### src/hw/life_pkg.sv
// ----------------------------------------------------------
// life on screen shared definitions: widths, cell word and
// the four-entry palette
// ----------------------------------------------------------
package life_pkg;

    localparam int CORDW = 8;   // signed display coordinate width
    localparam int CHANW = 4;   // bits per colour channel
    localparam int QDEPTH = 4;  // write queue depth, also the engine's starting credits

    // one cell word, seen by the engine as flags and by the framebuffer as a colour index
    typedef union packed {
        logic [1:0] cidx;       // palette index
        struct packed {
            logic changed;      // state flipped this generation
            logic alive;        // bit 0
        } flags;
    } cell_word_t;

    // 12-bit rgb, entry 3 first
    localparam logic [3:0][11:0] PALETTE = {
        12'hFFF,                // 3: born, white
        12'h600,                // 2: died, dim red
        12'h0F0,                // 1: alive, green
        12'h000                 // 0: dead, black
    };

endpackage

### src/hw/display_timing.sv
// ----------------------------------------------------------
// display timing: raster counters, sync, data enable and
// the frame and line pulses
// ----------------------------------------------------------
`timescale 1ns/100ps

module display_timing #(
    parameter int H_ACTIVE = 32,
    parameter int H_TOTAL = 48,
    parameter int V_ACTIVE = 24,
    parameter int V_TOTAL = 40
) (
    input  logic clk_pix,
    input  logic rst_n,
    output logic signed [life_pkg::CORDW-1:0] sx,
    output logic signed [life_pkg::CORDW-1:0] sy,
    output logic hsync,
    output logic vsync,
    output logic de,
    output logic frame,
    output logic line
);
    localparam int HS_START = H_ACTIVE + 4;  // 36..39 for the default raster
    localparam int HS_END = H_ACTIVE + 7;
    localparam int VS_START = V_ACTIVE + 4;  // 28..29
    localparam int VS_END = V_ACTIVE + 5;

    logic h_last;                           // last column of the line

    always_comb begin
        h_last = (sx == H_TOTAL - 1);
        hsync = (sx >= HS_START) && (sx <= HS_END);
        vsync = (sy >= VS_START) && (sy <= VS_END);
        de = (sx < H_ACTIVE) && (sy < V_ACTIVE);
    end

    always_ff @(posedge clk_pix) begin
        if (!rst_n) begin
            sx <= '0;
            sy <= '0;
            frame <= 1'b0;
            line <= 1'b0;
        end else begin
            frame <= h_last && (sy == V_ACTIVE - 1);  // lands on sx=0, sy=V_ACTIVE
            line <= h_last;                           // lands on sx=0
            if (h_last) begin
                sx <= '0;
                if (sy == V_TOTAL - 1) begin
                    sy <= '0;                         // wrap to top of frame
                end else begin
                    sy <= sy + 1'b1;
                end
            end else begin
                sx <= sx + 1'b1;
            end
        end
    end

endmodule

### src/hw/gen_scheduler.sv
// ----------------------------------------------------------
// generation scheduler: counts frames and kicks the engine
// ----------------------------------------------------------
`timescale 1ns/100ps

module gen_scheduler #(
    parameter int GEN_FRAMES = 3
) (
    input  logic clk_pix,
    input  logic rst_n,
    input  logic frame,
    input  logic done,
    output logic start
);
    localparam int CNTW = $clog2(GEN_FRAMES + 1);

    typedef enum logic [1:0] {COUNT, KICK, BUSY} state_t;

    state_t state;
    logic [CNTW-1:0] cnt;       // frames since last kick
    logic [CNTW-1:0] cnt_next;

    // saturates at GEN_FRAMES so a kick owed during BUSY is not lost
    always_comb begin
        cnt_next = cnt;
        if (frame && cnt != GEN_FRAMES) begin
            cnt_next = cnt + 1'b1;
        end
        start = (state == KICK);  // one cycle, engine is idle here
    end

    always_ff @(posedge clk_pix) begin
        if (!rst_n) begin
            state <= COUNT;
            cnt <= '0;
        end else begin
            case (state)
                COUNT: begin
                    if (cnt_next == GEN_FRAMES) begin
                        state <= KICK;          // start follows the frame pulse by 1 cycle
                        cnt <= '0;
                    end else begin
                        cnt <= cnt_next;
                    end
                end
                KICK: begin
                    state <= BUSY;
                    cnt <= cnt_next;
                end
                default: begin                  // BUSY, frames keep counting
                    cnt <= cnt_next;
                    if (done) state <= COUNT;
                end
            endcase
        end
    end

endmodule

### src/hw/life_engine.sv
// ----------------------------------------------------------
// life engine: steps the world one cell per cycle and sends
// credit-gated cell updates to the framebuffer
// ----------------------------------------------------------
`timescale 1ns/100ps

module life_engine #(
    parameter int WIDTH = 16,
    parameter int HEIGHT = 12,
    parameter logic [WIDTH*HEIGHT-1:0] SEED = '0
) (
    input  logic clk_pix,
    input  logic rst_n,
    input  logic start,
    input  logic credit_return,
    output logic wr_valid,
    output logic [$clog2(WIDTH)-1:0] wr_x,
    output logic [$clog2(HEIGHT)-1:0] wr_y,
    output life_pkg::cell_word_t wr_cell,
    output logic done
);
    import life_pkg::*;

    localparam int NCELL = WIDTH * HEIGHT;
    localparam int IDXW = $clog2(NCELL);
    localparam int CRW = $clog2(QDEPTH + 1);

    typedef enum logic [1:0] {IDLE, RUN, FIN} state_t;

    state_t state;
    logic [NCELL-1:0] cur;      // current generation, bit y*WIDTH+x
    logic [NCELL-1:0] nxt;      // generation being built
    logic [IDXW-1:0] idx;       // raster index, tracks wr_x/wr_y
    logic [CRW-1:0] credits;
    logic [3:0] nbrs;           // live neighbours of the current cell
    logic new_alive;
    logic last;

    // cells outside the grid are dead
    function automatic logic cell_at(input logic [NCELL-1:0] w, input int cx, input int cy);
        if (cx < 0 || cx >= WIDTH || cy < 0 || cy >= HEIGHT) begin
            return 1'b0;
        end
        return w[cy * WIDTH + cx];
    endfunction

    always_comb begin
        nbrs = '0;
        for (int dy = -1; dy <= 1; dy++) begin
            for (int dx = -1; dx <= 1; dx++) begin
                if (dx != 0 || dy != 0) begin
                    nbrs = nbrs + cell_at(cur, int'(wr_x) + dx, int'(wr_y) + dy);
                end
            end
        end
        new_alive = (nbrs == 4'd3) || (nbrs == 4'd2 && cur[idx]);  // birth 3, survive 2 or 3
        last = (idx == IDXW'(NCELL - 1));
        wr_valid = (state == RUN) && (credits != '0);               // never sent without a credit
        wr_cell.flags.alive = new_alive;
        wr_cell.flags.changed = new_alive ^ cur[idx];
        done = (state == FIN);
    end

    always_ff @(posedge clk_pix) begin
        if (!rst_n) begin
            state <= IDLE;
            wr_x <= '0;
            wr_y <= '0;
            idx <= '0;
            credits <= CRW'(QDEPTH);
            cur <= SEED;
        end else begin
            credits <= credits + CRW'(credit_return) - CRW'(wr_valid);
            case (state)
                IDLE: begin
                    if (start) begin
                        state <= RUN;
                        wr_x <= '0;
                        wr_y <= '0;
                        idx <= '0;
                    end
                end
                RUN: begin
                    if (wr_valid) begin             // otherwise hold position for a credit
                        if (last) begin
                            state <= FIN;
                        end else begin
                            idx <= idx + 1'b1;
                            if (wr_x == WIDTH - 1) begin
                                wr_x <= '0;
                                wr_y <= wr_y + 1'b1;
                            end else begin
                                wr_x <= wr_x + 1'b1;
                            end
                        end
                    end
                end
                default: begin                      // FIN, new generation takes over
                    cur <= nxt;
                    state <= IDLE;
                end
            endcase
        end
    end

    always_ff @(posedge clk_pix) begin
        if (wr_valid) nxt[idx] <= new_alive;
    end

endmodule

### src/hw/framebuffer.sv
// ----------------------------------------------------------
// framebuffer: write queue drained in vblank, scaled pixel
// read and palette lookup
// ----------------------------------------------------------
`timescale 1ns/100ps

module framebuffer #(
    parameter int WIDTH = 16,
    parameter int HEIGHT = 12,
    parameter int SCALE = 2,
    parameter int V_ACTIVE = 24,
    parameter logic [WIDTH*HEIGHT-1:0] SEED = '0
) (
    input  logic clk_pix,
    input  logic rst_n,
    input  logic signed [life_pkg::CORDW-1:0] sx,
    input  logic signed [life_pkg::CORDW-1:0] sy,
    input  logic hsync,
    input  logic vsync,
    input  logic de,
    input  logic wr_valid,
    input  logic [$clog2(WIDTH)-1:0] wr_x,
    input  logic [$clog2(HEIGHT)-1:0] wr_y,
    input  life_pkg::cell_word_t wr_cell,
    output logic credit_return,
    output logic [life_pkg::CHANW-1:0] red,
    output logic [life_pkg::CHANW-1:0] green,
    output logic [life_pkg::CHANW-1:0] blue,
    output logic out_hsync,
    output logic out_vsync,
    output logic out_de
);
    import life_pkg::*;

    localparam int NCELL = WIDTH * HEIGHT;
    localparam int IDXW = $clog2(NCELL);
    localparam int PTRW = $clog2(QDEPTH);

    logic [$clog2(WIDTH)-1:0] q_x [QDEPTH];     // queue payload
    logic [$clog2(HEIGHT)-1:0] q_y [QDEPTH];
    cell_word_t q_cell [QDEPTH];
    logic [PTRW-1:0] wr_ptr, rd_ptr;
    logic [PTRW:0] q_count;
    logic pop;

    cell_word_t mem [NCELL];                    // one word per cell, single port
    cell_word_t rd_word;
    logic [IDXW-1:0] wr_addr, rd_addr;
    logic [11:0] colour;
    logic hsync_p1, vsync_p1, de_p1;

    always_comb begin
        pop = (sy >= V_ACTIVE) && (q_count != '0);  // drain only in vblank
        credit_return = pop;
        wr_addr = IDXW'(int'(q_y[rd_ptr]) * WIDTH + int'(q_x[rd_ptr]));
        rd_addr = IDXW'((sy / SCALE) * WIDTH + sx / SCALE);  // each cell is SCALE x SCALE
        colour = PALETTE[rd_word.cidx];
    end

    // credits guarantee room, so every valid write is taken
    always_ff @(posedge clk_pix) begin
        if (wr_valid) begin
            q_x[wr_ptr] <= wr_x;
            q_y[wr_ptr] <= wr_y;
            q_cell[wr_ptr] <= wr_cell;
        end
    end

    always_ff @(posedge clk_pix) begin
        if (!rst_n) begin
            wr_ptr <= '0;
            rd_ptr <= '0;
            q_count <= '0;
        end else begin
            if (wr_valid) wr_ptr <= wr_ptr + 1'b1;
            if (pop) rd_ptr <= rd_ptr + 1'b1;
            q_count <= q_count + (PTRW + 1)'(wr_valid) - (PTRW + 1)'(pop);
        end
    end

    // stage 1: memory, seeded during reset, written in vblank, read in active video
    always_ff @(posedge clk_pix) begin
        if (!rst_n) begin
            for (int i = 0; i < NCELL; i++) begin
                mem[i].cidx <= {1'b0, SEED[i]};
            end
        end else if (pop) begin
            mem[wr_addr] <= q_cell[rd_ptr];
        end else if (de) begin
            rd_word <= mem[rd_addr];
        end
    end

    // stage 2: palette register, syncs delayed to match
    always_ff @(posedge clk_pix) begin
        if (!rst_n) begin
            {hsync_p1, vsync_p1, de_p1} <= '0;
            {out_hsync, out_vsync, out_de} <= '0;
            {red, green, blue} <= '0;
        end else begin
            {hsync_p1, vsync_p1, de_p1} <= {hsync, vsync, de};
            {out_hsync, out_vsync, out_de} <= {hsync_p1, vsync_p1, de_p1};
            {red, green, blue} <= de_p1 ? colour : 12'h000;  // black in blanking
        end
    end

endmodule

### src/hw/life_display_top.sv
// ----------------------------------------------------------
// life on screen top: timing, scheduler, engine, framebuffer
// ----------------------------------------------------------
`timescale 1ns/100ps

module life_display_top #(
    parameter int WIDTH = 16,
    parameter int HEIGHT = 12,
    parameter int SCALE = 2,
    parameter int GEN_FRAMES = 3,
    parameter logic [WIDTH*HEIGHT-1:0] SEED = 64'h0000_0007_0004_0002,  // glider, top left
    parameter int H_ACTIVE = 32,
    parameter int H_TOTAL = 48,
    parameter int V_ACTIVE = 24,
    parameter int V_TOTAL = 40
) (
    input  logic clk_pix,
    input  logic rst_n,
    output logic hsync,
    output logic vsync,
    output logic de,
    output logic [life_pkg::CHANW-1:0] red,
    output logic [life_pkg::CHANW-1:0] green,
    output logic [life_pkg::CHANW-1:0] blue,
    output logic frame,
    output logic gen_done
);
    import life_pkg::*;

    logic signed [CORDW-1:0] sx, sy;    // raster position
    logic tim_hsync, tim_vsync, tim_de; // undelayed timing
    logic start;
    logic wr_valid, credit_return;
    logic [$clog2(WIDTH)-1:0] wr_x;
    logic [$clog2(HEIGHT)-1:0] wr_y;
    cell_word_t wr_cell;

    display_timing #(
        .H_ACTIVE(H_ACTIVE),
        .H_TOTAL(H_TOTAL),
        .V_ACTIVE(V_ACTIVE),
        .V_TOTAL(V_TOTAL)
    ) i_display_timing (
        .clk_pix, .rst_n, .sx, .sy,
        .hsync(tim_hsync), .vsync(tim_vsync), .de(tim_de),
        .frame, .line()
    );

    gen_scheduler #(
        .GEN_FRAMES(GEN_FRAMES)
    ) i_gen_scheduler (
        .clk_pix, .rst_n, .frame, .done(gen_done), .start
    );

    life_engine #(
        .WIDTH(WIDTH),
        .HEIGHT(HEIGHT),
        .SEED(SEED)
    ) i_life_engine (
        .clk_pix, .rst_n, .start, .credit_return,
        .wr_valid, .wr_x, .wr_y, .wr_cell, .done(gen_done)
    );

    framebuffer #(
        .WIDTH(WIDTH),
        .HEIGHT(HEIGHT),
        .SCALE(SCALE),
        .V_ACTIVE(V_ACTIVE),
        .SEED(SEED)
    ) i_framebuffer (
        .clk_pix, .rst_n, .sx, .sy,
        .hsync(tim_hsync), .vsync(tim_vsync), .de(tim_de),
        .wr_valid, .wr_x, .wr_y, .wr_cell, .credit_return,
        .red, .green, .blue,
        .out_hsync(hsync), .out_vsync(vsync), .out_de(de)  // 2 cycles behind sx/sy
    );

endmodule

### config.mk
export PLATFORM = sky130hd
export DESIGN_NAME = life_display_top
export DESIGN_NICKNAME = d
export VERILOG_FILES = /design/src/hw/life_pkg.sv /design/src/hw/display_timing.sv /design/src/hw/gen_scheduler.sv /design/src/hw/life_engine.sv /design/src/hw/framebuffer.sv /design/src/hw/life_display_top.sv
export SDC_FILE = /design/constraint.sdc
export NUM_CORES = 2
export LEC_CHECK = 0
export ABC_AREA = 1
export BUFFER_PORTS_ARGS = -buffer_cell sky130_fd_sc_hd__buf_2
export CORE_AREA = 2 2 243 425
export DETAILED_ROUTE_END_ITERATION = 8
export DIE_AREA = 0 0 245 427
export GPL_TIMING_DRIVEN = 1
export MAX_ROUTING_LAYER = met4
export SLEW_MARGIN = 0
export SYNTH_ARGS = -nofsm -noshare
export SYNTH_HDL_FRONTEND = slang
export SYNTH_SLANG_ARGS = --single-unit
### constraint.sdc
create_clock -name clk_pix -period 22.6 [get_ports clk_pix]
set_input_delay 5.65 -clock clk_pix [delete_from_list [all_inputs] [get_ports clk_pix]]
set_output_delay 5.65 -clock clk_pix [all_outputs]
set_load 0.1 [all_outputs]
==> impl_metrics.csv <==
group,metric,value,unit
outcome,outcome,"completed",
final_layout,fill_cells,9562,
setup_path,crit_arrival,9.30,ns
synth,syn_area_per_cell,8.22,um^2
die,rows,155,
pwr,swShare,22.7,%
final_layout,layout_common_cells,"nand2_1 (1,301), nor2_1 (1,289), edfxtp_1 (746)",
placement,dp_cells,7102,
routing,vias,42100,
routing,drt-total-wl,166,mm
final_layout,syn_to_final_growth,7.20,%
pwr,p_seq_share,52.6,%
routing,drc,0,
final_layout,drive_above_1_share,5.35,%
job,max_cap_viol_count,0,
clock_network,post_cts_buffers,0,
clock_network,cts-root-buf,"clkbuf_16",
synth,syn_inst,6126,
pwr,p_leak,19.8,nW
global_route,grt_max_degree,208,
routing,wl_per_cell,22.8,um
setup_path,cp_slowest_cell,"dfxtp_4",
sta,setup_violations,0,
synth,synth_ff_type,"edfxtp_1",
synth,synth.cell_area,0.0504,mm^2
final_layout,final_cell_area,0.0540,mm^2
clock_network,cts_resized,0,
global_route,overflow,0,
clock_network,htree_levels,3,
clock_network,clock_path_buffers,3,
placement,dp_hpwl,108,mm
setup_path,end_kind,"flop",
pwr,p_comb_share,4.5,%
routing,vias_per_cell,5.79,
setup_path,crit_family,"buffers and inverters",
routing,ant_nets,0,
pwr,power_frac_clock,42.9,%
setup_path,crit_buf_inv,9,
sta,period_needed,8.98,ns
sta,finalCritPeriodShare,39.7,%
sta,report.final.slew_viol_count,0,
final_layout,finish.utilization,53.2,%
setup_path,required,22.92,ns
final_layout,nNetsFinal,5914,
sta,rsz0062_at_grt,"false",
global_route,grt_first_pass_wirelength,246,mm
sta,fin_worst_skew,0.0304,ns
clock_network,cts_tree,"done",
placement,portBuffers,18,
routing,firstDrtPassIters,8,
pwr,peakVddDrop,0.0867,mV
setup_path,cp_common_cell,"nand3_1",
die,start_util,49.6,%
synth,synth.distinct_cells,52,
synth,async_flop_share,0,%
pwr,power,3.79,mW
synth,synth-edff-count,746,
setup_path,critPathMaxStageDelay,0.97,ns
setup_path,cp_max_fo,196,
synth,synthesis.nets,6178,
final_layout,final_cells,7274,
hold_path,hold_class,"reg -> reg",
die,die_area,0.105,mm^2
clock_network,numCtsBuffers,92,
global_route,grt_usage,32.5,%
placement,dpl_cell_area,0.0509,mm^2
setup_path,criticalPathCategory,"reg -> reg",
placement,place_congestion,1.00,
clock_network,hold_buffers,0,
die,fp.dieH,427,um
synth,yosys_warnings,0,
pwr,internal-power,2.93,mW
die,core_area,0.101,mm^2
synth,ys_seq_elements,998,
sta,finalHoldViolCount,0,
sta,max-slew-margin-rel,8.53,%
pwr,p_sw,863,uW
setup_path,start_kind,"flop",
routing,detailedRoute.firstIterationViolations,3788,
global_route,grt_pass1_vias,40700,
clock_network,clk_pin_slew,0.07,ns
pwr,power_density,70.3,mW/mm^2
clock_network,worstSkewPairLatency,0.72,ns
sta,tns,0,ns
final_layout,diodes,0,
global_route,antenna_found_initial,0,
final_layout,layout_commonest_cell,"nand2_1",
die,ios,19,
sta,clock.fmax,0.111,GHz
clock_network,clock_sinks,998,
synth,yosysSeqAreaShare,54.5,%
die,die_w,245,um
sta,worst_pin_slew,1.37,ns
worst reg2reg max path: cells and delay by family (launching register included):
| family | cells | cell delay (ns) |
|---|---|---|
| AO/OA/AOI/OAI | 3 | 0.34 |
| adder cells (fa/ha/maj) | 6 | 2.63 |
| buffers and inverters | 9 | 2.73 |
| flip-flops | 1 | 0.97 |
| AND/OR/NAND/NOR | 12 | 1.32 |
cell families (layout without fill, tap and decap cells):
family | count (synthesis) | in the layout | synth area share [%]
simple gates | 3304 | 3304 | 26.6
buf+inv | 772 | 586 | 6.26
compound gates | 969 | 969 | 10.6
xor+xnor | 32 | 32 | 0.601
fa+ha+maj | 50 | 50 | 1.33
mux | 1 | 1 | 0.0199
flops | 998 | 998 | 54.5
through the flow:
step	worst slack [ns]	hold WS, ns
6_report	13.62	0.418
2_1_floorplan	8.27	0.390
3_3_place_gp	13.95	0.409
3_5_place_dp	13.89	0.408
4_1_cts	13.95	0.425
5_1_grt	13.12	0.453
Yosys cell counts (2+ instances only):
| library cell | instances | share of area (%) |
|---|---|---|
| o221ai_1 | 14 | 0.24 |
| nor2_4 | 5 | 0.11 |
| o21ai_1 | 3 | 0.030 |
| inv_2 | 22 | 0.16 |
| buf_2 | 110 | 1.1 |
| buf_4 | 29 | 0.43 |
| a32oi_1 | 9 | 0.16 |
| dfxtp_1 | 252 | 10 |
| o31ai_1 | 2 | 0.030 |
| a22oi_1 | 2 | 0.030 |
| o21bai_1 | 3 | 0.045 |
| ha_1 | 44 | 1.1 |
| nand2_2 | 11 | 0.14 |
| xor2_1 | 22 | 0.38 |
| nand3b_1 | 4 | 0.060 |
| clkbuf_1 | 264 | 2.0 |
| clkinv_1 | 5 | 0.037 |
| nor2_1 | 1290 | 9.6 |
| a211oi_1 | 3 | 0.045 |
| nand3_1 | 640 | 6.4 |
| nand4_1 | 12 | 0.15 |
| a21oi_1 | 211 | 2.1 |
| xor2_2 | 2 | 0.065 |
| nand2_1 | 1302 | 9.7 |
| inv_1 | 310 | 2.3 |
| xnor2_1 | 7 | 0.12 |
| a2111oi_0 | 2 | 0.035 |
| or2_2 | 16 | 0.20 |
| nor2_2 | 11 | 0.14 |
| fa_1 | 6 | 0.24 |
| o22ai_1 | 27 | 0.34 |
| nor4_1 | 2 | 0.025 |
| edfxtp_1 | 746 | 44 |
| o21ai_0 | 559 | 5.6 |
| a31oi_1 | 3 | 0.037 |
| o211ai_1 | 123 | 1.8 |
| buf_1 | 30 | 0.22 |
| nor3_1 | 9 | 0.089 |
flip-flops by register name, summed over array words and instances, names as in the netlist, 3 cells and up, named ones only:
name	flops
i_framebuffer.mem	512
i_life_engine.cur	192
i_life_engine.nxt	192
i_framebuffer.q_x	16
i_framebuffer.q_y	16
i_display_timing.sx	8
i_display_timing.sy	8
i_framebuffer.q_cell	8
i_life_engine.idx	8
i_life_engine.wr_x	4
i_life_engine.wr_y	4
i_framebuffer.q_count	3
i_life_engine.credits	3
worst paths after layout:
| kind | startpoint | end | slack, ns | cells past startpoint |
|---|---|---|---|---|
| hold / removal | i_framebuffer.hsync_p1 | i_framebuffer.out_hsync | 0.42 | 2 |
| hold reg to reg | i_framebuffer.hsync_p1 | i_framebuffer.out_hsync | 0.42 | 2 |
| setup reg to reg | i_life_engine.wr_x[0] | i_life_engine.nxt[36] | 13.62 | 30 |
| setup / recovery | i_life_engine.wr_x[0] | i_life_engine.nxt[36] | 13.62 | 30 |
power by group through the flow:
stage               Combinational, mW  Sequential [mW]  Clock [mW]
floorplan                       0.123             2.04           0
global placement                0.169             2.04           0
detailed placement              0.172             2.04           0
CTS                             0.172             2.00        1.65
global route                    0.191             2.00        1.71
finish                          0.170             2.00        1.63
layout make-up:
class | instances | area [um^2] | area share [%]
Tap cell | 1334 | 1670 | 3.09
Sequential cell | 998 | 27500 | 50.9
Multi-Input combinational cell | 4356 | 19900 | 36.8
Clock buffer | 110 | 2470 | 4.58
Inverter | 337 | 1290 | 2.39
Clock inverter | 62 | 607 | 1.12
Timing Repair Buffer | 77 | 601 | 1.11
layer usage:
| layer | vias up | part of all wire, % | track usage (%) |
|---|---|---|---|
| met5 | - | 0 | - |
| met3 | 522 | 5.5 | 4.05 |
| met2 | 1452 | 52 | 57.6 |
| met1 | 20100 | 35 | 33.5 |
| li1 | 20000 | - | - |
| met4 | 0 | 7.8 | 22.3 |
No activity file was read; power rests on OpenSTA's default activity.
